### config.mk
export PLATFORM = sky130hd
export DESIGN_NAME = lookup_client
export DESIGN_NICKNAME = d
export VERILOG_FILES = /design/src/verilog/dns_filter_pkg.sv /design/src/verilog/lookup_client.sv
export VERILOG_INCLUDE_DIRS = /design/src /design/src/verilog
export SDC_FILE = /design/constraint.sdc
export NUM_CORES = 1
export LEC_CHECK = 0
export ABC_AREA = 0
export ABC_CLOCK_PERIOD_IN_PS = 31200
export BUFFER_PORTS_ARGS = -buffer_cell sky130_fd_sc_hd__buf_4
export CORE_MARGIN = 5
export CORE_UTILIZATION = 44
export DETAILED_ROUTE_END_ITERATION = 12
export GPL_ROUTABILITY_DRIVEN = 0
export PLACE_DENSITY = 0.82
export SETUP_SLACK_MARGIN = 0.05
export SLEW_MARGIN = 20
export SYNTH_ARGS = -nofsm -noshare
export SYNTH_HDL_FRONTEND = slang
export SYNTH_SLANG_ARGS = --single-unit
### constraint.sdc
create_clock -name clk156 -period 31.2 [get_ports clk156]
set_clock_uncertainty 0.05 [all_clocks]
set_input_delay 6.24 -clock clk156 [delete_from_list [all_inputs] [get_ports clk156]]
set_output_delay 6.24 -clock clk156 [all_outputs]
set_load 0.02 [all_outputs]
### src/verilog/dns_filter_params.svh
// receive cannot be stalled so every depth here must cover the worst burst the link can deliver
`ifndef DNS_FILTER_PARAMS_SVH
`define DNS_FILTER_PARAMS_SVH

`define DATA_W 64
`define KEEP_W 8
`define KEY_W 96

`define STEER_DEPTH 12  // must stay above 5 so the class is known in time
`define HOLD_DEPTH 256
`define BYPASS_DEPTH 64
`define QUEUE_DEPTH 16  // frames, not beats

`define ETH_FTYPE_IP 16'h0800
`define IP_PROTO_UDP 8'h11
`define DNS_PORT 16'd53

// database flag value for drop
`define FLAG_DROP 4'd1

`endif

### src/verilog/dns_filter_pkg.sv
// payload types assume the 64-bit beat layout that the parser offsets are written for
package dns_filter_pkg;

`include "dns_filter_params.svh"

	// one stream beat, 73 bits
	typedef struct packed {
		logic [`DATA_W-1:0] data;
		logic [`KEEP_W-1:0] keep;
		logic               last;
	} beat_t;

	// key is src ip, dst ip, dst port, src port
	typedef struct packed {
		logic              needs_lookup;
		logic [`KEY_W-1:0] key;
	} lookup_entry_t;

	typedef struct packed {
		logic drop;
	} verdict_t;

endpackage

### src/verilog/lookup_client.sv
// one lookup in flight at a time so verdicts leave in frame order
`timescale 1ns/1ps
`include "dns_filter_params.svh"

module lookup_client import dns_filter_pkg::*; (
	input  logic              clk156,
	input  logic              rst,
	input  logic              entry_empty,
	input  lookup_entry_t     entry,
	output logic              entry_pop,
	output logic              lookup_req,
	output logic [`KEY_W-1:0] lookup_key,
	input  logic              lookup_ack,
	input  logic [3:0]        lookup_flag,
	output logic              verdict_push,
	output verdict_t          verdict
);

	typedef enum logic [1:0] {st_idle, st_req, st_release} state_t;
	state_t state;

	assign entry_pop = state == st_idle && !entry_empty;

	always_ff @(posedge clk156) begin
		if (entry_pop) begin
			lookup_key   <= entry.key;
			verdict.drop <= 1'b0;  // plain udp passes
		end else if (state == st_req && lookup_ack)
			verdict.drop <= lookup_flag == `FLAG_DROP;
	end

	always_ff @(posedge clk156) begin
		if (rst) begin
			state        <= st_idle;
			lookup_req   <= 1'b0;
			verdict_push <= 1'b0;
		end else begin
			verdict_push <= 1'b0;
			case (state)
				st_idle: if (!entry_empty) begin
					if (entry.needs_lookup) begin
						lookup_req <= 1'b1;
						state      <= st_req;
					end else
						verdict_push <= 1'b1;
				end
				st_req: if (lookup_ack) begin
					lookup_req   <= 1'b0;
					verdict_push <= 1'b1;
					state        <= st_release;
				end
				st_release: if (!lookup_ack) state <= st_idle;  // wait for ack low
				default: state <= st_idle;
			endcase
		end
	end

	a_req_rise: assert property (@(posedge clk156) disable iff (rst)
		$rose(lookup_req) |-> !lookup_ack)
		else $error("lookup_client raised req while ack was still high");

endmodule

==> results_dict.tcl <==
set metrics [dict create \
    cts_resized 0 \
    fp.dieH_microns 93.9 \
    via_count 1963 \
    grt_pass1_vias 2269 \
    clockBufferDepth 2 \
    synthXorXnorAreaFrac_pct 0.283 \
    fin_crit_sh_pct 41.7 \
    worst_slew_pin_slew_ns 0.855 \
    crit_arrival_ns 6.71 \
    fin_cells 435 \
    leakage_nw 2.07 \
    place_ws_ns 18.23 \
    numCtsBuffers 9 \
    place.port_buffers 204 \
    synth_common_cells "edfxtp_1, dfxtp_1, nor3_1, a21oi_1" \
    synth_top_family_by_area "simple AND/OR/NAND/NOR gates" \
    core_sq_mm 0.00683 \
    syn_area_sq_mm 0.00310 \
    synth_compound_area_share_pct 0.485 \
    clock_latency_ns 0.35 \
    layout_min_cycle_time_ns 13.00 \
    ios 205 \
    synth_edf_count 96 \
    fin_hold_ws_ns 0.475 \
    synth_cells 119 \
    dieArea_sq_mm 0.00882 \
    cp-start-kind "primary input" \
    syn_area_per_cell_sq_um 26.0 \
    peakVddDrop_uv 36.8 \
    yosys.area_share.simple_pct 2.10 \
    die_w_microns 93.9 \
    yosysSeqAreaShare_pct 96.3 \
    overflow 0 \
    synthAdderAreaFrac_pct 0 \
    crit_type "in2out" \
    yosysMostFrequentCell "edfxtp_1" \
    area_growth_pct 59.1 \
    rsz0062_at_grt "false" \
    hold_viol 0 \
    muxShareOfSynthArea_pct 0.323 \
    synth_fp_nets 224 \
    first_pass_iters 4 \
    antenna_found_initial 0 \
    synth.distinct_cells 12 \
    drv_cap 0 \
    ctsHoldBuffers 0 \
    yosys_most_used_dff "edfxtp_1" \
    path_clk_slew_ns 0.09 \
    dp_hpwl_mm 6.32 \
    yosys_warnings 0 \
    synth_top_area_cell "edfxtp_1" \
    ys_seq_elements 101 \
    drive_gt1_share_pct 65.5 \
    fmax_mhz 76.9 \
    antennaDiodeCount 0 \
    slew-limit-headroom_pct 43.0 \
    grt_use_total_pct 18.6 \
    avgViaCountPerCell 4.51 \
    post_cts_buffers 0 \
    grt_max_degree 98 \
    netlist.area_leader.share_pct 93.1 \
    required_ns 24.91 \
    cts-root-buf "clkbuf_8" \
    cts_max_level 3 \
    placed_cell_area_sq_mm 0.00475 \
    wire_per_inst_microns 18.8 \
    dp.cells 419 \
    drc 0 \
    min_path_type "reg2reg" \
    end_kind "output pin" \
    power.total_mw 0.273 \
    stdcell_area_sq_mm 0.00493 \
    fin_ws_ns 18.20 \
    finalSetupViolations 0 \
    status "finished clean" \
    postLayoutCoreUtil_pct 72.1 \
    drt.antenna.violating_nets 0 \
    drt-total-wl_mm 8.20 \
    worstPathMaxFanout 4 \
    pwr_density_cell_mw_per_mm2 55.4 \
    rows 30 \
    async_flop_share_pct 0 \
    drv_slew 0 \
    nets 439 \
    ys_top_cells_by_area "edfxtp_1, dfxtp_1, nor3_1" \
    start_util_pct 45.3 \
    cts.sinks 101 \
    fin_tns_setup_ns 0 \
    drt_iter0_markers 90 \
    grt_pass1_wl_mm 11.8 \
    cts_tree "built" \
]
-- registers in the layout (all words and copies together), names as in the netlist --
register,count
verdict,1
state,2
lookup_key,96
lookup_req,1
verdict_push,1
-- path summary, 6_finish.rpt --
check | start | to | slack (ns) | cells past startpoint
max | entry_empty | entry_pop | 18.20 | 3
min | lookup_req | lookup_req | 0.48 | 2
max reg2reg | state[0] | lookup_key[52] | 29.39 | 2
min reg2reg | lookup_req | lookup_req | 0.48 | 2
-- area by class of cell --
cell class,count,area [sq um]
multi-input cells,16,104
fillers,433,1900
well taps,96,120
clock inverters,7,50.0
inverters,1,3.75
clock buffers,9,124
repair buffers,205,1540
flip-flops and latches,101,2980
-- cells by family (layout without fill, tap and decap cells) --
| logic type | count (synthesis) | in the layout |
|---|---|---|
| xor+xnor | 1 | 1 |
| simple gates | 11 | 11 |
| compound gates | 3 | 3 |
| mux | 1 | 1 |
| flops | 101 | 101 |
| buf+inv | 2 | 222 |
-- worst max-delay path: stages --
cell    delay [ns]
buf_4         0.12
nor3_2        0.16
buf_4         0.18
-- placed cells by master (no fill, tap or decap), drive strengths merged --
master	n
buf	205
edfxtp	96
clkbuf	9
dfxtp	5
nor3	5
a21oi	3
clkinvlp	3
clkinv	3
nor4b	2
nor2	2
inv	2
nor3b	1
xnor2	1
nand3b	1
mux2i	1
-- report_power, final --
| group | switching, mW | internal [mW] | leakage (nW) |
|---|---|---|---|
| registers | 0.00272 | 0.159 | 0.968 |
| logic | 0.0204 | 0.0185 | 1.02 |
| clock network | 0.0433 | 0.0291 | 0.0816 |
-- layer usage --
layer / global-route usage (%) / share of wire [%]
met1: 16.6 / 29
met2: 33.6 / 55
met3: 9.86 / 14
met4: 8.90 / 2.8
met5: 0 / 0
(Power assumes the default switching activity.)
