**src/verilog/dns_filter_params.svh**
```systemverilog
// receive cannot be stalled so every depth here must cover the worst burst the link can deliver
`ifndef DNS_FILTER_PARAMS_SVH
`define DNS_FILTER_PARAMS_SVH

`define DATA_W 64
`define KEEP_W 8
`define KEY_W 96

`define STEER_DEPTH 12  // must stay above 5 so the class is known in time
`define HOLD_DEPTH 256
`define BYPASS_DEPTH 64
`define QUEUE_DEPTH 16  // frames, not beats

`define ETH_FTYPE_IP 16'h0800
`define IP_PROTO_UDP 8'h11
`define DNS_PORT 16'd53

// database flag value for drop
`define FLAG_DROP 4'd1

`endif

```
**src/verilog/dns_filter_pkg.sv**
```systemverilog
// payload types assume the 64-bit beat layout that the parser offsets are written for
package dns_filter_pkg;

`include "dns_filter_params.svh"

	// one stream beat, 73 bits
	typedef struct packed {
		logic [`DATA_W-1:0] data;
		logic [`KEEP_W-1:0] keep;
		logic               last;
	} beat_t;

	// key is src ip, dst ip, dst port, src port
	typedef struct packed {
		logic              needs_lookup;
		logic [`KEY_W-1:0] key;
	} lookup_entry_t;

	typedef struct packed {
		logic drop;
	} verdict_t;

endpackage

```
**src/verilog/verdict_gate.sv**
```systemverilog
// a frame only starts once its verdict is queued and the verdict stays at the head until tlast
`timescale 1ns/1ps

module verdict_gate import dns_filter_pkg::*; (
	input  logic     clk156,
	input  logic     rst,
	input  logic     hold_empty,
	input  beat_t    hold_beat,
	output logic     hold_pop,
	input  logic     verdict_empty,
	input  verdict_t verdict,
	output logic     verdict_pop,
	output logic     pass_valid,
	output beat_t    pass_beat,
	input  logic     pass_ready
);

	logic in_frame;
	logic drop_frame;
	logic beat_done;

	// drop frames drain one beat per cycle without waiting on transmit
	assign pass_valid  = in_frame && !drop_frame && !hold_empty;
	assign pass_beat   = hold_beat;
	assign beat_done   = in_frame && !hold_empty && (drop_frame || pass_ready);
	assign hold_pop    = beat_done;
	assign verdict_pop = beat_done && hold_beat.last;

	always_ff @(posedge clk156) begin
		if (rst) begin
			in_frame   <= 1'b0;
			drop_frame <= 1'b0;
		end else if (!in_frame) begin
			if (!hold_empty && !verdict_empty) begin
				in_frame   <= 1'b1;
				drop_frame <= verdict.drop;
			end
		end else if (verdict_pop)
			in_frame <= 1'b0;
	end

endmodule
```
**config.mk**
```make
export PLATFORM = sky130hd
export DESIGN_NAME = verdict_gate
export DESIGN_NICKNAME = d
export VERILOG_FILES = /design/src/verilog/dns_filter_pkg.sv /design/src/verilog/verdict_gate.sv
export VERILOG_INCLUDE_DIRS = /design/src /design/src/verilog
export SDC_FILE = /design/constraint.sdc
export NUM_CORES = 1
export LEC_CHECK = 0
export BUFFER_PORTS_ARGS = -buffer_cell sky130_fd_sc_hd__buf_4
export CORE_AREA = 3 3 58 60
export CTS_CLUSTER_SIZE = 20
export DETAILED_ROUTE_END_ITERATION = 12
export DIE_AREA = 0 0 61 63
export PLACE_DENSITY = 0.89
export SYNTH_ARGS = -nofsm -noshare
export SYNTH_HDL_FRONTEND = slang
export SYNTH_SLANG_ARGS = --single-unit
```
**constraint.sdc**
```tcl
create_clock -name clk156 -period 1.82 [get_ports clk156]
set_input_delay 0.182 -clock clk156 [delete_from_list [all_inputs] [get_ports clk156]]
set_output_delay 0.182 -clock clk156 [all_outputs]
set_load 0.05 [all_outputs]
```
==> impl_metrics.py <==
metrics = {
    "timing": {
        "slew_headroom": 0.8633,
        "worst_slack_ps": 558.8,
        "hold_violations": 0,
        "finClkSkew_ps": 2.157,
        "final_max_slew_viol_count": 0,
        "setup_violations": 0,
        "rsz0062_at_grt": "no",
        "period_share": 0.6930,
        "tightest_slew_ps": 203.3,
        "fmax_mhz": 792.9,
        "tns_ps": 0,
        "layout_min_cycle_time_ps": 1261,
    },
    "clock_network": {
        "cts_tree": "done",
        "cts_num_sinks": 2,
        "clk_pin_slew_ps": 30,
        "htree_levels": 1,
        "worstSkewPairLatency_ps": 210,
        "hold_buffers": 0,
        "cts_setup_buffers": 0,
        "root_buffer": "clkbuf_4",
        "cts_resized": 0,
        "clockBufferDepth": 2,
        "cts_buffers": 3,
    },
    "finish": {
        "postLayoutCellArea_sq_um": 249.0,
        "drive_above_1_share": 0.4815,
        "fin_cells": 60,
        "layout.nets": 108,
        "n_fill_cell": 338,
        "area_growth_syn_to_layout_pct": -62.17,
        "n_antenna_cell": 0,
    },
    "critical_path": {
        "crit_path_top_delay_cell": "dfxtp_1",
        "worstSetupStartpoint": "in_frame",
        "crit-reg2reg-launch": "in_frame",
        "endpoint_kind": "primary output",
        "path_cells": "nand2b_1 -> nor3_1 -> buf_4",
        "worstPathArrival_ps": 1080,
        "critPathMaxStageDelay_ps": 340,
        "crit_type": "flip-flop to primary output",
        "timing.critical_path.fanout_max": 4,
        "cp.required_ps": 1640,
        "startpoint_type": "flip-flop",
    },
    "placement": {
        "dp_cells": 57,
        "io_buffers": 10,
        "dpl_worst_slack_ps": 750.2,
        "gp_congestion": 0.6736,
        "place_area_sq_um": 226.5,
        "dp_hpwl_um": 981.3,
    },
    "routing": {
        "finalWirelength_um": 1150,
        "post_drt_wl_per_cell_um": 19.17,
        "antenna_left": 0,
        "drc": 0,
        "viasPerCell": 4.017,
        "firstDrtPassIters": 2,
        "routed-via-count": 241,
        "drtIter0Drc": 3,
    },
    "synth": {
        "syn_area_sq_um": 658.1,
        "seq_area_frac_synth": 0.06084,
        "synth_fp_nets": 166,
        "avgSynthCellArea_sq_um": 7.565,
        "ys_ff_latch": 2,
        "yosysTopAreaCell": "buf_4",
        "syn-instance-count": 87,
        "synth_area_leaders": "buf_4, dfxtp_1, nor2_1",
        "synth.distinct_cells": 11,
        "yosys.area.top_type_share": 0.8327,
        "ys_warn_count": 0,
    },
    "global_route": {
        "antenna_found_initial": 0,
        "grt_overflow": 0,
        "grt_first_pass_wirelength_um": 1483,
        "grt_use_total": 0.05240,
        "grt_pass1_vias": 273,
        "grt_max_degree": 5,
    },
    "job": {
        "max_cap_violations": 0,
    },
    "worst_hold_path": {
        "hold_path.startpoint": "rst",
        "hp-class": "primary input to flip-flop",
    },
    "die": {
        "pin_count": 155,
        "die_x_um": 61,
        "die_h_um": 63,
        "initial_core_util": 0.2210,
        "coreArea_sq_um": 2978,
        "rows": 20,
        "die_area_sq_um": 3843,
    },
    "status": {
        "status": "finished clean",
    },
    "power": {
        "leakage_uw": 0.0001112,
        "power_density_nw_per_um2": 723.3,
        "vdd_ir_drop_max_uv": 381.7,
    },
}
[per-layer routing]
layer / vias to the layer above / wire (um) / GRT usage
li1: 78 / - / -
met1: 69 / 163 / 0.02081
met2: 54 / 378 / 0.05882
met3: 40 / 349 / 0.04752
met4: 0 / 259 / 0.1247
met5: - / 0 / 0
[stage by stage]
| stage | utilization | hold WS [ps] | total power [uW] |
|---|---|---|---|
| 4_1_cts | 0.08361 | 130.3 | 184.0 |
| 5_1_grt | 0.08361 | 128.9 | 197.6 |
| 3_3_place_gp | 0.07605 | 350.0 | 88.19 |
| 6_report | 0.08361 | 131.3 | 180.1 |
| 2_1_floorplan | - | 251.1 | 497.8 |
| 3_5_place_dp | 0.07605 | 352.5 | 88.70 |
[layout by cell type, fill, tap and decap left out]
cell | netlist | layout
or4b_1 | 1 | 1
o21bai_1 | 1 | 1
nor3_1 | 1 | 1
a21oi_1 | 1 | 1
buf_4 | 73 | 10
o31ai_1 | 1 | 1
nor2_1 | 3 | 3
inv_1 | 2 | 2
o311a_1 | 1 | 1
clkbuf_4 | 0 | 3
dfxtp_1 | 2 | 2
nand2b_1 | 1 | 1
[path summary, 6_finish.rpt]
check	to	slack (ps)	cells after the start
setup / recovery	verdict_pop	560	3
hold / removal	drop_frame	130	2
setup reg to reg	drop_frame	790	2
hold reg to reg	drop_frame	490	2
[final cells by class]
| cell class | count | area (sq um) | area share |
|---|---|---|---|
| multi-input cells | 10 | 62.56 | 0.2513 |
| inverters | 2 | 7.507 | 0.03015 |
| clock buffers | 3 | 22.52 | 0.09045 |
| well taps | 33 | 41.29 | 0.1658 |
| repair buffers | 10 | 75.07 | 0.3015 |
| flip-flops and latches | 2 | 40.04 | 0.1608 |
[synth_stat cells (all sizes together)]
master  instances
o311a           1
o31ai           1
inv             2
dfxtp           2
nand2b          1
o21bai          1
a21oi           1
nor2            3
buf            73
nor3            1
or4b            1
[worst max-delay path: cells and delay by family (launching register included)]
| family | cells | cell delay (ps) |
|---|---|---|
| flops | 1 | 340 |
| simple gates | 2 | 290 |
| buf+inv | 1 | 220 |
[kinds of logic (layout without fill, tap and decap cells)]
| family | count (synthesis) | after routing | synth area share |
|---|---|---|---|
| AND/OR/NAND/NOR | 6 | 6 | 0.04943 |
| buffers and inverters | 75 | 15 | 0.8441 |
| AO/OA/AOI/OAI | 4 | 4 | 0.04563 |
| flip-flops | 2 | 2 | 0.06084 |
[state kept, by name (all words and copies together), names as in the netlist]
register,flops
drop_frame,1
in_frame,1
[where the power goes]
part / total (uW) / switching, uW / leakage, uW / internal (uW)
logic: 39.0 / 21.7 / 0.0000809 / 17.2
registers: 48.8 / 1.94 / 0.0000164 / 46.8
clock network: 92.3 / 20.0 / 0.0000138 / 72.4
Note: power is estimated with default switching activity, not from simulation.
