**config.mk**
```make
export PLATFORM = sky130hd
export DESIGN_NAME = frame_steer
export DESIGN_NICKNAME = d
export VERILOG_FILES = /design/src/verilog/dns_filter_pkg.sv /design/src/verilog/frame_steer.sv
export VERILOG_INCLUDE_DIRS = /design/src /design/src/verilog
export SDC_FILE = /design/constraint.sdc
export NUM_CORES = 1
export LEC_CHECK = 0
export BUFFER_PORTS_ARGS = -buffer_cell sky130_fd_sc_hd__buf_4
export CAP_MARGIN = 40
export CORE_MARGIN = 3
export CORE_UTILIZATION = 29
export DETAILED_ROUTE_END_ITERATION = 6
export SLEW_MARGIN = 15
export SYNTH_ARGS = -nofsm -noshare
export SYNTH_HDL_FRONTEND = slang
export SYNTH_SLANG_ARGS = --single-unit
```
**constraint.sdc**
```tcl
create_clock -name clk156 -period 1.5 [get_ports clk156]
set_clock_uncertainty 0.15 [all_clocks]
set_input_delay 0.075 -clock clk156 [delete_from_list [all_inputs] [get_ports clk156]]
set_output_delay 0.075 -clock clk156 [all_outputs]
set_load 0.01 [all_outputs]
```
**src/verilog/dns_filter_params.svh**
```systemverilog
// receive cannot be stalled so every depth here must cover the worst burst the link can deliver
`ifndef DNS_FILTER_PARAMS_SVH
`define DNS_FILTER_PARAMS_SVH

`define DATA_W 64
`define KEEP_W 8
`define KEY_W 96

`define STEER_DEPTH 12  // must stay above 5 so the class is known in time
`define HOLD_DEPTH 256
`define BYPASS_DEPTH 64
`define QUEUE_DEPTH 16  // frames, not beats

`define ETH_FTYPE_IP 16'h0800
`define IP_PROTO_UDP 8'h11
`define DNS_PORT 16'd53

// database flag value for drop
`define FLAG_DROP 4'd1

`endif

```
**src/verilog/dns_filter_pkg.sv**
```systemverilog
// payload types assume the 64-bit beat layout that the parser offsets are written for
package dns_filter_pkg;

`include "dns_filter_params.svh"

	// one stream beat, 73 bits
	typedef struct packed {
		logic [`DATA_W-1:0] data;
		logic [`KEEP_W-1:0] keep;
		logic               last;
	} beat_t;

	// key is src ip, dst ip, dst port, src port
	typedef struct packed {
		logic              needs_lookup;
		logic [`KEY_W-1:0] key;
	} lookup_entry_t;

	typedef struct packed {
		logic drop;
	} verdict_t;

endpackage

```
**src/verilog/frame_steer.sv**
```systemverilog
// assumes the header beats arrive close enough that each class is known before its frame leaves
`timescale 1ns/1ps
`include "dns_filter_params.svh"

module frame_steer import dns_filter_pkg::*; (
	input  logic               clk156,
	input  logic               rst,
	input  logic               rx_valid,
	input  logic [`DATA_W-1:0] rx_data,
	input  logic [`KEEP_W-1:0] rx_keep,
	input  logic               rx_last,
	input  logic               class_valid,
	input  logic               class_udp,
	output logic               hold_push,
	output logic               bypass_push,
	output beat_t              beat
);

	localparam int D = `STEER_DEPTH;

	logic [D-1:0] line_vld;
	beat_t        line_beat [D];
	logic [15:0]  cls_q;  // one bit per frame still in the line
	logic [4:0]   cls_wr, cls_rd;
	logic         sof, cur_udp, out_vld, udp_now;

	assign out_vld     = line_vld[D-1];
	assign beat        = line_beat[D-1];
	assign udp_now     = sof ? cls_q[cls_rd[3:0]] : cur_udp;
	assign hold_push   = out_vld && udp_now;
	assign bypass_push = out_vld && !udp_now;

	always_ff @(posedge clk156) begin
		line_beat[0] <= '{data: rx_data, keep: rx_keep, last: rx_last};
		for (int i = 1; i < D; i++)
			line_beat[i] <= line_beat[i-1];
		if (class_valid)
			cls_q[cls_wr[3:0]] <= class_udp;
		if (out_vld && sof)
			cur_udp <= cls_q[cls_rd[3:0]];  // held for the rest of the frame
	end

	always_ff @(posedge clk156) begin
		if (rst) begin
			line_vld <= '0;
			cls_wr   <= '0;
			cls_rd   <= '0;
			sof      <= 1'b1;
		end else begin
			line_vld <= {line_vld[D-2:0], rx_valid};
			if (class_valid)
				cls_wr <= cls_wr + 1'b1;
			if (out_vld && sof)
				cls_rd <= cls_rd + 1'b1;
			if (out_vld)
				sof <= beat.last;
		end
	end

	a_class_ready: assert property (@(posedge clk156) disable iff (rst)
		out_vld && sof |-> cls_wr != cls_rd)
		else $error("frame_steer frame left the delay line before its class");

endmodule

```
==> impl_metrics.tcl <==
set metrics [dict create \
    drive_gt1_frac 0.204 \
    port_buffers 152 \
    cp.depth 5 \
    start_util 0.296 \
    synth_flop_cell "dfxtp_1" \
    placedCellCount 2031 \
    status "finished with violations" \
    synth_edf_count 17 \
    grt_use_total 0.0707 \
    power_frac_comb 0.016 \
    drt-total-wl_um 24300 \
    period_needed_ps 2260 \
    die_h_um 266 \
    viasPerCell 3.28 \
    arrival_ps 2040 \
    layout_setup_ws_ps -763 \
    grt_max_degree 22 \
    antenna_cells 0 \
    ant_nets 0 \
    place_congestion 0.708 \
    rows 94 \
    die_x_um 266 \
    synth_cell_type_count 34 \
    slowest_stage "dfxtp_4" \
    ys_top_cells_by_area "dfxtp_1, buf_4, edfxtp_1" \
    p_seq_frac 0.543 \
    ios 153 \
    maxSlewHeadroom 0.725 \
    dpl_cell_area_mm2 0.0214 \
    cp_num_buf_inv 1 \
    reg2reg_from "cls_rd[2]" \
    worst_pin_slew_ps 411 \
    cts_buffers 88 \
    powerDensity_mw_per_mm2 1850 \
    seq_area_frac_synth 0.939 \
    clkPwrFrac 0.441 \
    hold_violations 0 \
    fin_cells 2341 \
    critPathMaxStageDelay_ps 390 \
    antenna_found_initial 0 \
    finalSetupTns_ps -1750 \
    p_int_w 0.0384 \
    core_mm2 0.0665 \
    reg2regPathDepth 6 \
    max_cap_violations 0 \
    drt_first_pass_iters 4 \
    critical_path.cell_chain "mux2_2, a22o_1, nor3_2, o31a_1, buf_4" \
    netlist_area_mm2 0.0197 \
    fin_nets 1497 \
    critPathLaunch "cls_rd[2]" \
    yosys_warnings 0 \
    cts_tree "done" \
    finalCritPeriodShare 1.51 \
    irDropWorstVdd_uv 847 \
    path_clk_slew_ps 60 \
    synth.most_common_cell "dfxtp_1" \
    h-tree-depth 3 \
    synth_cells 1088 \
    hp-class "in -> reg" \
    syn-num-nets 1171 \
    crit_path_end "bypass_push" \
    nFillCells 5971 \
    synth_area_leader_cell "dfxtp_1" \
    crit_path_end_kind "output port" \
    grtUsageMet2 0.119 \
    power_w 0.0478 \
    rsz0062_at_grt "true" \
    synth-seq-cells 914 \
    reg2reg_to "cur_udp" \
    dieArea_mm2 0.0710 \
    post_drt_wl_per_cell_um 10.4 \
    grt_pass1_vias 8132 \
    crit_type "reg -> out" \
    drv_slew 0 \
    async_reset_ff_frac 0 \
    hold_ws_ps 144 \
    yosys.area.top_type_share 0.913 \
    sw_frac_of_total 0.196 \
    syn2layout_area_growth_pct 31.1 \
    netlist_top_cells_count "dfxtp_1, buf_4, edfxtp_1" \
    cp-start-kind "register" \
    grt_pass1_wl_um 39800 \
    top_usage_layer "met2" \
    r2r_slack_ps -280 \
    setup_violations 3 \
    p_leak_nw 10.8 \
    cts_buffer_depth 3 \
    failed_checks "negative setup slack" \
    fmax_mhz 442 \
    crit_path_max_fanout 7 \
    met1_usage 0.0736 \
    cts-root-buf "clkbuf_16" \
    drc 0 \
    vias 7690 \
    stdcell_area_mm2 0.0258 \
    syn_area_per_cell_um2 18.1 \
    clk_latency_ps 620 \
    global_route.usage.met3 0.0257 \
    crit_family "compound AO/OA/AOI/OAI gates" \
    grt_overflow_total 0 \
    cp_data_required_time_ps 1270 \
    dp_hpwl_um 13000 \
    drt-initial-drc-count 255 \
    p_sw_w 0.00938 \
    cts.sinks 914 \
]
==> cells in the final DEF, fill, tap and decap left out, drive strengths merged, types with 7 or more instances in the layout <==
cell type | synthesis | layout
and2 | 16 | 16
buf | 75 | 162
clkbuf | 3 | 121
clkinv | 0 | 18
dfxtp | 897 | 897
dlygate4sd3 | 0 | 152
edfxtp | 17 | 17
inv | 6 | 11
mux2i | 7 | 7
nand2 | 9 | 9
nor2 | 11 | 11
nor2b | 13 | 13
==> layout make-up <==
type | instances | area [um2] | area share
Clock buffer | 121 | 2440 | 0.0945
Timing Repair Buffer | 314 | 2740 | 0.106
Tap cell | 864 | 1080 | 0.0419
Multi-Input combinational cell | 90 | 632 | 0.0245
Sequential cell | 914 | 18500 | 0.716
Inverter | 6 | 22.5 | 0.000873
Clock inverter | 32 | 413 | 0.0160
==> state kept, by name, summed over array words and instances, names as in the netlist <==
| signal | cells |
|---|---|
| cur_udp | 1 |
| cls_rd | 4 |
| cls_wr | 4 |
| line_beat | 876 |
| line_vld | 12 |
| cls_q | 16 |
| sof | 1 |
==> repair_timing <==
item / 4_1_cts / 5_1_grt
cloned: 0 / 0
hold endpoints to repair: 126 / 0
hold buffers: 152 / 0
buffers inserted: 4 / 1
gates resized for setup: 3 / 4
endpoints found under the setup margin: 3 / 3
pin swaps: 3 / 1
==> cells by family after synthesis <==
group                      after synthesis  synth area share
buffers and inverters                   84            0.0304
and+or+nand+nor                         60            0.0168
AOI/OAI and AO/OA                       10           0.00356
DFF                                    914             0.939
adders and majority gates                5           0.00318
muxes                                    9           0.00490
xor gates and xnor gates                 6           0.00267
==> power groups by stage <==
stage / Sequential (W) / Clock [W] / Combinational [W]
6_report: 0.0259 / 0.0211 / 0.000768
5_1_grt: 0.0260 / 0.0230 / 0.000826
4_1_cts: 0.0259 / 0.0220 / 0.000771
3_5_place_dp: 0.0265 / 0 / 0.000457
3_3_place_gp: 0.0264 / 0 / 0.000445
2_1_floorplan: 0.0263 / 0 / 0.000250
==> how the worst min path moves through the flow <==
| stage | start | endpoint | slack [ps] | cells after the start |
|---|---|---|---|---|
| finish | class_udp | cls_q[10] | 140 | 2 |
| global route | class_udp | cls_q[11] | 110 | 2 |
| global placement | rx_keep[6] | line_beat[0][7] | 30 | 1 |
| CTS | class_udp | cls_q[15] | 80 | 2 |
| detailed placement | rx_data[24] | line_beat[0][33] | 30 | 1 |
| floorplan | rx_last | line_beat[0][0] | -50 | 0 |
==> metrics by stage <==
step,setup WS [ps],util
6_report,-763,0.388
5_1_grt,-869,0.388
4_1_cts,-783,0.388
3_5_place_dp,-158,0.321
3_3_place_gp,-156,0.321
2_1_floorplan,-38.9,-
==> layer usage <==
layer	part of all wire	up-vias
met5	0	-
li1	-	3979
met1	0.40	3465
met2	0.49	165
met4	0.046	0
met3	0.065	81
Power figures use the tool's default switching activity.
