===== config.mk =====
export PLATFORM = sky130hd
export DESIGN_NAME = rx_header_parser
export DESIGN_NICKNAME = d
export VERILOG_FILES = /design/src/verilog/dns_filter_pkg.sv /design/src/verilog/rx_header_parser.sv
export VERILOG_INCLUDE_DIRS = /design/src /design/src/verilog
export SDC_FILE = /design/constraint.sdc
export NUM_CORES = 1
export LEC_CHECK = 0
export ABC_AREA = 1
export ABC_CLOCK_PERIOD_IN_PS = 4550
export BUFFER_PORTS_ARGS = -buffer_cell sky130_fd_sc_hd__buf_2
export CORE_MARGIN = 2
export CORE_UTILIZATION = 54
export CTS_CLUSTER_DIAMETER = 80
export DETAILED_ROUTE_END_ITERATION = 7
export PLACE_DENSITY = 0.9
export SLEW_MARGIN = 20
export SYNTH_ARGS = -nofsm -noshare
export SYNTH_HDL_FRONTEND = slang
export SYNTH_SLANG_ARGS = --single-unit

===== constraint.sdc =====
create_clock -name clk156 -period 4.55 [get_ports clk156]
set_clock_uncertainty 0.1 [all_clocks]
set_input_delay 0.455 -clock clk156 [delete_from_list [all_inputs] [get_ports clk156]]
set_output_delay 0.455 -clock clk156 [all_outputs]
set_load 0.1 [all_outputs]

===== src/verilog/dns_filter_params.svh =====
// receive cannot be stalled so every depth here must cover the worst burst the link can deliver
`ifndef DNS_FILTER_PARAMS_SVH
`define DNS_FILTER_PARAMS_SVH

`define DATA_W 64
`define KEEP_W 8
`define KEY_W 96

`define STEER_DEPTH 12  // must stay above 5 so the class is known in time
`define HOLD_DEPTH 256
`define BYPASS_DEPTH 64
`define QUEUE_DEPTH 16  // frames, not beats

`define ETH_FTYPE_IP 16'h0800
`define IP_PROTO_UDP 8'h11
`define DNS_PORT 16'd53

// database flag value for drop
`define FLAG_DROP 4'd1

`endif


===== src/verilog/dns_filter_pkg.sv =====
// payload types assume the 64-bit beat layout that the parser offsets are written for
package dns_filter_pkg;

`include "dns_filter_params.svh"

	// one stream beat, 73 bits
	typedef struct packed {
		logic [`DATA_W-1:0] data;
		logic [`KEEP_W-1:0] keep;
		logic               last;
	} beat_t;

	// key is src ip, dst ip, dst port, src port
	typedef struct packed {
		logic              needs_lookup;
		logic [`KEY_W-1:0] key;
	} lookup_entry_t;

	typedef struct packed {
		logic drop;
	} verdict_t;

endpackage


===== src/verilog/rx_header_parser.sv =====
// fixed offsets assume untagged Ethernet and a 20-byte IPv4 header with no options
`timescale 1ns/1ps
`include "dns_filter_params.svh"

module rx_header_parser import dns_filter_pkg::*; (
	input  logic                clk156,
	input  logic                rst,
	input  logic                rx_valid,
	input  logic [`DATA_W-1:0]  rx_data,
	input  logic [`KEEP_W-1:0]  rx_keep,
	input  logic                rx_last,
	output logic                class_valid,
	output logic                class_udp,
	output logic                entry_push,
	output lookup_entry_t       entry
);

	logic [2:0]  beat_cnt;  // saturates at 5
	logic [15:0] ftype;
	logic [7:0]  proto;
	logic [31:0] src_ip;
	logic [15:0] dst_ip_hi;
	logic [15:0] dst_ip_lo, src_port, dst_port;
	logic        hdr_end, short_end, is_udp;
	logic [7:0]  frame_cnt, pulse_cnt;

	// beat 4 fields, taken straight off the bus
	assign dst_ip_lo = {rx_data[7:0], rx_data[15:8]};
	assign src_port  = {rx_data[23:16], rx_data[31:24]};
	assign dst_port  = {rx_data[39:32], rx_data[47:40]};

	assign hdr_end   = rx_valid && beat_cnt == 3'd4;
	assign short_end = rx_valid && rx_last && beat_cnt < 3'd4;
	assign is_udp    = ftype == `ETH_FTYPE_IP && proto == `IP_PROTO_UDP;

	// keep is not needed for the header, only the beat count matters
	always_ff @(posedge clk156) begin
		if (rx_valid) begin
			case (beat_cnt)
				3'd1: ftype <= {rx_data[39:32], rx_data[47:40]};
				3'd2: proto <= rx_data[63:56];
				3'd3: begin
					src_ip    <= {rx_data[23:16], rx_data[31:24],
					              rx_data[39:32], rx_data[47:40]};
					dst_ip_hi <= {rx_data[55:48], rx_data[63:56]};
				end
				default: ;
			endcase
		end
		if (hdr_end) begin
			entry.needs_lookup <= src_port == `DNS_PORT;
			entry.key          <= {src_ip, dst_ip_hi, dst_ip_lo, dst_port, src_port};
		end
	end

	always_ff @(posedge clk156) begin
		if (rst) begin
			beat_cnt    <= '0;
			class_valid <= 1'b0;
			class_udp   <= 1'b0;
			entry_push  <= 1'b0;
		end else begin
			if (rx_valid) begin
				if (rx_last)
					beat_cnt <= '0;
				else if (beat_cnt != 3'd5)
					beat_cnt <= beat_cnt + 1'b1;
			end
			class_valid <= hdr_end || short_end;
			class_udp   <= hdr_end && is_udp;
			entry_push  <= hdr_end && is_udp;  // one entry per udp frame
		end
	end

	// frames seen vs class pulses given
	always_ff @(posedge clk156) begin
		if (rst) begin
			frame_cnt <= '0;
			pulse_cnt <= '0;
		end else begin
			if (rx_valid && rx_last)
				frame_cnt <= frame_cnt + 1'b1;
			if (class_valid)
				pulse_cnt <= pulse_cnt + 1'b1;
		end
	end

	a_one_class_per_frame: assert property (@(posedge clk156) disable iff (rst)
		rx_valid && rx_last |=> frame_cnt == pulse_cnt + {7'd0, class_valid})
		else $error("rx_header_parser class pulses do not match frames");

endmodule


==> results of run 1 <==
[metrics by stage]
stage / area (µm²) / util (%)
3_3_place_gp: 6570 / 64.5
5_1_grt: 7360 / 72.2
3_5_place_dp: 6570 / 64.5
2_1_floorplan: 5570 / -
6_report: 7360 / 72.2
4_1_cts: 7340 / 72.1
[cell families (layout without fill, tap and decap cells)]
group	after synthesis	count (layout)
buf+inv	18	240
simple gates	57	57
fa+ha+maj	5	5
flops	174	174
compound gates	3	3
[worst max-delay path by stage]
stage | depth (start not counted) | to | startpoint | slack [ps]
2_1_floorplan | 4 | entry[0] | beat_cnt[0] | 1450
3_3_place_gp | 3 | entry[35] | rx_valid | 2400
3_5_place_dp | 3 | entry[35] | rx_valid | 2350
4_1_cts | 4 | entry[5] | beat_cnt[0] | 2390
5_1_grt | 4 | src_ip[19] | beat_cnt[2] | 2270
6_report | 4 | src_ip[25] | beat_cnt[2] | 2440
[cell type report]
cell class	count	area, µm²	area share [%]
Sequential cell	174	5170	70.4
Timing Repair Buffer	192	1090	14.8
Clock buffer	18	418	5.68
Multi-Input combinational cell	65	322	4.37
Tap cell	136	170	2.31
Clock inverter	14	119	1.62
Inverter	16	66.3	0.902
[layout by cell type (no fill, tap or decap)]
cell type      synthesis  final
a21oi_1                2      2
buf_2                  0    167
bufinv_16              0      1
clkbuf_1               0      1
clkbuf_16              0     16
clkbuf_8               0      1
clkinv_1               0      2
clkinv_2               0      4
clkinv_4               0      2
clkinvlp_4             0      3
dfxtp_1                5      5
dlygate4sd3_1          0     25
edfxtp_1             169    169
ha_1                   5      5
inv_1                 15     13
inv_2                  1      1
inv_6                  0      4
nand2_1               19     19
nand3_1                4      4
nand3_2                2      2
nand4_1                1      1
nor2_1                27     26
nor2_2                 1      2
nor3_1                 2      2
o21ai_1                1      1
or2_0                  1      1
[what timing repair did]
action,in CTS,in global routing
hold buffers,24,1
buffers inserted,0,0
endpoints found under the hold margin,26,1
[sequential cells by signal, summed over array words and instances, names as in the netlist]
name	flops
dst_ip_hi	16
src_ip	32
class_valid	1
proto	8
beat_cnt	3
ftype	16
entry_push	1
entry	97
[per-layer routing]
layer  wire, µm  part of all wire, %  up-vias  global-route usage (%)
met5          0                    0        -                       0
met4         95                 0.94        0                    5.92
met3        769                  7.6       11                    6.93
met2       5490                   54      128                    33.3
met1       3730                   37     1389                    21.8
li1           -                    -     1381                       -
[power groups by stage]
stage | Combinational, W | Clock (W) | Sequential, W
global placement | 0.000223 | 0 | 0.00183
global route | 0.000258 | 0.00138 | 0.00180
detailed placement | 0.000229 | 0 | 0.00183
CTS | 0.000246 | 0.00132 | 0.00180
floorplan | 0.0000282 | 0 | 0.00197
finish | 0.000246 | 0.00129 | 0.00180
==> impl_metrics.py, run 1 <==
metrics = {
    "run_status": {
        "outcome": "finished clean",
    },
    "sta": {
        "setup_slack_ps": 2440,
        "holdWs_ps": 30.0,
        "rsz0062_at_grt": "false",
        "max_freq_mhz": 475,
        "drv_slew": 0,
        "worstMarginPinSlew_ps": 863,
        "fin_crit_ps": 2110,
        "hold_viol_final": 0,
        "relSlewSlack_pct": 42.4,
        "setup_viol": 0,
        "fin_tns_setup_ps": 0,
        "fin_crit_sh_pct": 46.3,
    },
    "final_layout": {
        "fin_cells": 615,
        "fillCellCount": 629,
        "syn2layout_area_growth_pct": 32.0,
        "drive_gt1_share_pct": 42.4,
        "nets": 547,
        "diodes": 0,
    },
    "place": {
        "dpl.hpwl_um": 6400,
        "place_congestion": 0.763,
        "io_buffers": 167,
        "pre_cts_ws_ps": 2350,
        "dp_cells": 558,
    },
    "clocking": {
        "htreeDepth": 4,
        "clockBufferDepth": 2,
        "clock_latency_ps": 520,
        "postCtsResizedCells": 0,
        "cts_tree": "done",
        "cts_sinks": 174,
        "cts_buffers": 17,
        "path_clk_slew_ps": 70,
        "cts-root-buf": "clkbuf_8",
    },
    "drt": {
        "drt-wirelength-per-cell_um": 16.4,
        "via_count": 2909,
        "wl_um": 10100,
        "drt_iter0_drc": 156,
        "viasPerCell": 4.73,
        "ant_nets": 0,
        "drc_errors": 0,
        "firstDrtPassIters": 4,
    },
    "synthesis": {
        "synth_warnings": 0,
        "synth_edf_count": 169,
        "synthArstFlopShare_pct": 0,
        "synth_top_cell_area_share_pct": 91.1,
        "synth-seq-area-share_pct": 92.9,
        "synth.most_common_cell": "edfxtp_1",
        "netlist_area_um2": 5570,
        "synth_ff_type": "edfxtp_1",
        "synthXorXnorAreaFrac_pct": 0,
        "synth.area.top_cells": "edfxtp_1 91%, nor2_1 1.8%, dfxtp_1 1.8%",
        "synth_top_cell_by_area": "edfxtp_1",
        "syn_inst": 257,
        "synthSimpleGateAreaFrac_pct": 4.33,
        "syn_area_per_cell_um2": 21.7,
        "synth_nets": 338,
        "ys_types": 17,
        "synth_top_family_by_area": "simple AND/OR/NAND/NOR gates",
        "synth_compound_area_share_pct": 0.269,
        "synthAdderAreaFrac_pct": 1.12,
        "synth_seq_cells": 174,
        "synth_mux_area_share_pct": 0,
        "synth_common_cells": "169 x edfxtp_1, 27 x nor2_1, 19 x nand2_1, 15 x inv_1",
    },
    "critical_path": {
        "reg2reg_depth": 4,
        "r2r_setup_slack_ps": 2440,
        "start_kind": "flip-flop",
        "cp_cell_sequence": "inv_1 > ha_1 > nand2_1 > clkinv_2",
        "cpPeakStageDelay_ps": 640,
        "path_buf_inv": 2,
        "crit_required_ps": 4450,
        "cp_top_family": "buffers and inverters",
        "crit_type": "flip-flop to flip-flop",
        "path_max_fanout": 48,
        "reg2reg_to": "src_ip[25]",
        "slowest_stage": "clkinv_2",
        "reg2reg_from": "beat_cnt[2]",
        "crit_arrival_ps": 2010,
        "end_kind": "flip-flop",
    },
    "power_and_ir_drop": {
        "p_clk_share_pct": 38.7,
        "swShare_pct": 23.0,
        "p_int_w": 0.00257,
        "pwr-share-seq_pct": 53.9,
        "power.switching_w": 0.000768,
        "power_density_nw_per_um2": 453,
        "combPwrFrac_pct": 7.4,
        "power_w": 0.00334,
        "irDropWorstVdd_v": 0.000229,
        "p_leak_nw": 2.79,
    },
    "worst_hold_path": {
        "hold_path_depth": 1,
        "worstHoldStart": "rx_data[59]",
        "hold_path_class": "primary input to flip-flop",
        "holdPathEnd": "dst_ip_hi[3]",
    },
    "job": {
        "drv_cap": 0,
    },
    "die": {
        "dieHeight_um": 106,
        "die_area_um2": 11100,
        "die_w_um": 106,
        "initial_core_util_pct": 54.7,
        "io_pins": 176,
        "core_area_um2": 10200,
        "rows": 37,
    },
    "global_route": {
        "grt_pass1_vias": 2956,
        "grt_use_total_pct": 19.0,
        "antenna_found_initial": 0,
        "grt_pass1_wl_um": 15300,
        "grt_max_degree": 98,
        "grt.overflow.total": 0,
    },
}
Power figures use the tool's default switching activity.
==> run 2, diff against run 1 <==
--- a/config.mk
+++ b/config.mk
@@ -7,13 +7,13 @@
 export NUM_CORES = 1
 export LEC_CHECK = 0
 export ABC_AREA = 1
-export ABC_CLOCK_PERIOD_IN_PS = 4550
+export ABC_CLOCK_PERIOD_IN_PS = 1900
 export BUFFER_PORTS_ARGS = -buffer_cell sky130_fd_sc_hd__buf_2
 export CORE_MARGIN = 2
-export CORE_UTILIZATION = 54
+export CORE_UTILIZATION = 45
 export CTS_CLUSTER_DIAMETER = 80
 export DETAILED_ROUTE_END_ITERATION = 7
-export PLACE_DENSITY = 0.9
+export PLACE_DENSITY = 0.81
 export SLEW_MARGIN = 20
 export SYNTH_ARGS = -nofsm -noshare
 export SYNTH_HDL_FRONTEND = slang
==> constraint.sdc (replaced) <==
create_clock -name clk156 -period 1.9 [get_ports clk156]
set_clock_uncertainty 0.1 [all_clocks]
set_input_delay 0.19 -clock clk156 [delete_from_list [all_inputs] [get_ports clk156]]
set_output_delay 0.19 -clock clk156 [all_outputs]
set_load 0.1 [all_outputs]
==> run 2 against run 1 <==
Flip-flop and latch count did not move; setup slack worse by 2100 ps; non-clock buffer count increased by 48; first-iteration DRC count up 47%; routed wire length increased by 8.1%; register-to-register slack got worse by 2100 ps; total power grew to 2.5 times the previous value; highest routed layer unchanged.
==> impl_metrics.py, run 2 (same netlist as run 1, synthesis figures left out) <==
metrics = {
    "global_route": {
        "grt_pass1_wl_um": 16000,
        "grt_use_total_pct": 16.7,
        "grt_max_degree": 38,
        "grt.overflow.total": 0,
        "antenna_found_initial": 0,
        "grt_pass1_vias": 3224,
    },
    "critical_path": {
        "r2r_setup_slack_ps": 320,
        "crit_arrival_ps": 1560,
        "cpPeakStageDelay_ps": 340,
        "cp_cell_sequence": "inv_2 > ha_4 > nand3_4 > clkinvlp_4 > buf_4",
        "path_buf_inv": 3,
        "start_kind": "flip-flop",
        "crit_required_ps": 1880,
        "path_max_fanout": 26,
        "end_kind": "flip-flop",
        "crit_type": "flip-flop to flip-flop",
        "cp_top_family": "buffers and inverters",
        "slowest_stage": "dfxtp_2",
    },
    "final_layout": {
        "multi_input_area_um2": 347,
        "layout_common_cells": "169 x edfxtp_1, 167 x buf_2, 66 x dlygate4sd3_1",
        "fillCellCount": 806,
        "design_area_um2": 7980,
        "register_area_um2": 5180,
        "diodes": 0,
        "nets": 595,
        "fin_cells": 695,
        "largest_register_ffs": 97,
        "syn2layout_area_growth_pct": 43.3,
        "drive_gt1_share_pct": 40.8,
        "final_common_cell": "edfxtp_1",
        "top_register": "entry",
        "reg_top3": "entry x97, src_ip x32",
    },
    "power_and_ir_drop": {
        "irDropWorstVdd_v": 0.000570,
        "pwr-share-seq_pct": 51.5,
        "power_density_nw_per_um2": 1050,
        "swShare_pct": 21.4,
        "p_int_w": 0.00658,
        "p_clk_share_pct": 40.4,
        "power.switching_w": 0.00179,
        "combPwrFrac_pct": 8.1,
        "p_leak_nw": 3.03,
    },
    "drt": {
        "viasPerCell": 4.49,
        "wl_um": 10900,
        "drc_errors": 0,
        "drt-wirelength-per-cell_um": 15.7,
        "via_count": 3121,
        "drt_iter0_drc": 229,
        "firstDrtPassIters": 4,
        "ant_nets": 0,
    },
    "die": {
        "die_w_um": 115,
        "dieHeight_um": 115,
        "die_area_um2": 13300,
        "initial_core_util_pct": 46.2,
        "core_area_um2": 12100,
        "rows": 40,
        "io_pins": 176,
    },
    "sta": {
        "setup_viol": 0,
        "fin_crit_ps": 1580,
        "rsz0062_at_grt": "false",
        "relSlewSlack_pct": 65.7,
        "drv_slew": 0,
        "hold_viol_final": 0,
        "max_freq_mhz": 633,
        "fin_crit_sh_pct": 83.1,
        "worstMarginPinSlew_ps": 518,
    },
    "place": {
        "dpl.hpwl_um": 6650,
        "io_buffers": 167,
        "place_congestion": 0.767,
        "dp_cells": 597,
        "place_area_um2": 6740,
    },
    "clocking": {
        "cts_sinks": 174,
        "clockBufferDepth": 2,
        "path_clk_slew_ps": 60,
        "cts-root-buf": "clkbuf_16",
        "cts_tree": "done",
        "clock_latency_ps": 420,
        "htreeDepth": 4,
        "cts_buffers": 17,
    },
    "run_status": {
        "outcome": "finished clean",
    },
    "worst_hold_path": {
        "hold_path_class": "primary input to flip-flop",
    },
    "job": {
        "drv_cap": 0,
    },
}
run 2: changes by cell type in the layout (fill, tap and decap cells not counted), moves of 3 or more:
cell | previous run | this run
dfxtp_1 | 5 | 2
inv_6 | 4 | 0
clkbuf_1 | 1 | 6
dlygate4sd3_1 | 25 | 66
buf_12 | 0 | 4
buf_4 | 0 | 3
dfxtp_2 | 0 | 3
run 2: layout make-up:
class | instances | share of cell area, %
timing repair buffer | 240 | 20.0
multi-input combinational | 65 | 4.34
inverter | 16 | 0.846
tap | 168 | 2.63
sequential | 174 | 64.9
clock buffer | 24 | 5.78
clock inverter | 8 | 1.50
run 2: stage by stage:
| step | TNS (ps) | setup slack [ps] | power [W] | hold WS, ps | utilization, % |
|---|---|---|---|---|---|
| final | 0 | 321 | 0.00837 | 36.7 | 66.2 |
| after global routing | 0 | 214 | 0.00862 | 30.0 | 66.2 |
| after CTS | 0 | 307 | 0.00845 | 4.74 | 66.2 |
| after detailed placement | 0 | 327 | 0.00496 | 269 | 55.9 |
| after global placement | 0 | 370 | 0.00494 | 267 | 55.9 |
| after floorplan | -61870 | -632 | 0.00479 | 159 | - |
run 2: power by group through the flow:
stage,clock network (W),registers [W],logic [W]
floorplan,0,0.00471,0.0000747
detailed placement,0,0.00439,0.000571
global route,0.00359,0.00431,0.000714
global placement,0,0.00438,0.000559
CTS,0.00347,0.00431,0.000678
finish,0.00338,0.00431,0.000678
run 2: worst paths after layout:
path | startpoint | end | depth (start not counted)
min | rx_last | beat_cnt[2] | 4
min reg2reg | src_ip[30] | entry[94] | 0
max reg2reg | beat_cnt[1] | entry[80] | 5
max | beat_cnt[1] | entry[80] | 5
run 2: timing repair:
action                                 in CTS  in global routing
gates resized for setup                     0                  0
endpoints found under the hold margin     124                  0
hold buffers                               66                  0
setup buffers                               0                  0
run 2: layer usage:
layer  track usage [%]  routed length (µm)  vias up
li1                  -                   -     1473
met1              18.1                4220     1507
met2              29.6                5780      123
met3              5.85                 688       18
met4              7.23                 212        0
met5                 0                   0        -
run 2: tightest hold or removal path: stages:
cell and delay [ps]:
buf_2 120, nor2_1 50, o21ai_1 110, inv_1 40
==> run 3, diff against run 2 <==
--- a/config.mk
+++ b/config.mk
@@ -7,7 +7,7 @@
 export NUM_CORES = 1
 export LEC_CHECK = 0
 export ABC_AREA = 1
-export ABC_CLOCK_PERIOD_IN_PS = 1900
+export ABC_CLOCK_PERIOD_IN_PS = 1400
 export BUFFER_PORTS_ARGS = -buffer_cell sky130_fd_sc_hd__buf_2
 export CORE_MARGIN = 2
 export CORE_UTILIZATION = 45
==> constraint.sdc (replaced) <==
create_clock -name clk156 -period 1.4 [get_ports clk156]
set_clock_uncertainty 0.1 [all_clocks]
set_input_delay 0.14 -clock clk156 [delete_from_list [all_inputs] [get_ports clk156]]
set_output_delay 0.14 -clock clk156 [all_outputs]
set_load 0.1 [all_outputs]
==> run 3 against run 2 <==
The flow now finishes with violations (negative setup slack); sequential power grew 36%; clock power grew 33%; routed wire length grew 14%; worst hold slack gained 23 ps; setup slack lost 420 ps; critical endpoint is now src_ip[17]; largest cell class unchanged; largest power group unchanged.
==> impl_metrics.py, run 3 (same netlist as run 1, synthesis figures left out) <==
metrics = {
    "drt": {
        "firstDrtPassIters": 4,
        "drt-wirelength-per-cell_um": 17.2,
        "dr_wl_met2_um": 6680,
        "drt_iter0_drc": 252,
        "via_count": 3263,
        "wl_met1_um": 4670,
        "drc_errors": 0,
        "viasPerCell": 4.53,
        "dr.max_layer_used": "met4",
        "wl_um": 12400,
        "ant_nets": 0,
        "routed-wl-met3_um": 867,
    },
    "global_route": {
        "grt_max_degree": 21,
        "grt.overflow.total": 0,
        "grt_pass1_vias": 3431,
        "grt_pass1_wl_um": 17300,
        "antenna_found_initial": 0,
        "grt_use_total_pct": 18.1,
    },
    "critical_path": {
        "path_max_fanout": 5,
        "crit_required_ps": 1480,
        "reg2reg_to": "src_ip[17]",
        "end_kind": "flip-flop",
        "start_kind": "flip-flop",
        "crit_type": "flip-flop to flip-flop",
        "reg2reg_depth": 6,
        "startpoint": "beat_cnt[0]",
        "r2r_setup_slack_ps": -100,
        "crit_arrival_ps": 1580,
        "reg2reg_from": "beat_cnt[0]",
    },
    "final_layout": {
        "layout_common_cells": "169 x edfxtp_1, 105 x buf_4, 67 x dlygate4sd3_1, 67 x buf_2, 24 x nor2_1",
        "largest_register_ffs": 97,
        "top_register": "entry",
        "nets": 623,
        "final_util_pct": 72.3,
        "design_area_um2": 8720,
        "final_common_cell": "edfxtp_1",
        "diodes": 0,
        "drive_gt1_share_pct": 45.1,
        "reg_top3": "entry x97, src_ip x32",
        "syn2layout_area_growth_pct": 56.4,
    },
    "place": {
        "dpl.hpwl_um": 6910,
        "place_congestion": 0.838,
        "pre_cts_ws_ps": -162,
        "place_area_um2": 6870,
        "io_buffers": 167,
    },
    "sta": {
        "fin_crit_ps": 1500,
        "hold_viol_final": 0,
        "fin_crit_sh_pct": 107,
        "worstMarginPinSlew_ps": 305,
        "setup_slack_ps": -97.6,
        "setup_viol": 160,
        "max_freq_mhz": 668,
        "drv_slew": 0,
        "relSlewSlack_pct": 79.8,
        "rsz0062_at_grt": "true",
    },
    "clocking": {
        "cts-root-buf": "clkbuf_16",
        "cts_buffers": 17,
        "clock_latency_ps": 410,
        "path_clk_slew_ps": 60,
        "cts_sinks": 174,
        "cts_tree": "done",
        "clockBufferDepth": 2,
        "htreeDepth": 4,
    },
    "worst_hold_path": {
        "worstHoldStart": "rx_valid",
        "holdPathEnd": "beat_cnt[1]",
        "hold_path_class": "primary input to flip-flop",
        "hold_path_depth": 3,
    },
    "power_and_ir_drop": {
        "p_leak_nw": 3.31,
        "irDropWorstVdd_v": 0.000750,
        "power_density_nw_per_um2": 1310,
        "power_w": 0.0114,
    },
    "die": {
        "die_area_um2": 13300,
        "initial_core_util_pct": 46.2,
        "io_pins": 176,
        "rows": 40,
        "die_w_um": 115,
        "dieHeight_um": 115,
        "core_area_um2": 12100,
    },
    "job": {
        "drv_cap": 0,
    },
    "run_status": {
        "violations": "negative setup slack",
        "outcome": "finished, violations left",
    },
}
==> run 3: worst max path at each step <==
| stage | slack, ps | to | cells past startpoint |
|---|---|---|---|
| floorplan | -1130 | entry[0] | 4 |
| global placement | -120 | entry[56] | 5 |
| detailed placement | -160 | entry[45] | 5 |
| CTS | -110 | src_ip[21] | 5 |
| global route | -130 | src_ip[9] | 6 |
| finish | -100 | src_ip[17] | 6 |
==> run 3: critical path: stages (launching register included) <==
cell        delay, ps
dfxtp_4           360
ha_4              160
ha_4              150
nand2_2            70
clkinvlp_4        100
buf_8             160
clkbuf_16         160
==> run 3: stage by stage <==
step / std cells / setup TNS (ps) / hold slack [ps]
finish: 720 / -9290 / 59.9
CTS: 712 / -8910 / 34.8
floorplan: 257 / -134370 / 109
global route: 720 / -16380 / 51.9
detailed placement: 608 / -18470 / 219
global placement: 608 / -13700 / 218
==> run 3: final cells by class <==
type,instances,area [µm²]
Clock buffer,19,433
Tap cell,168,210
Clock inverter,10,124
Fill cell,683,3340
Sequential cell,174,5180
Multi-Input combinational cell,65,413
Inverter,16,67.6
Timing Repair Buffer,268,2290
==> run 3: layer usage <==
layer  vias up  track usage (%)
li1       1525                -
met1      1570             18.9
met2       151             32.9
met3        17             6.38
met4         0             8.11
met5         -                0
==> run 3: what timing repair did <==
action                                  in CTS  in global routing
hold endpoints to repair                   124                  0
resized for setup                          104                 24
pin swaps                                    1                  5
gates cloned                                 3                  7
endpoints found under the setup margin     240                177
setup buffers                                5                  4
hold buffers                                67                  0
==> run 3: report_power, final <==
part / leakage [nW] / switching [W] / internal, W
Clock: 0.271 / 0.00175 / 0.00274
Sequential: 1.57 / 0.0000360 / 0.00581
Combinational: 1.46 / 0.000688 / 0.000375
Total: 3.31 / 0.00247 / 0.00893
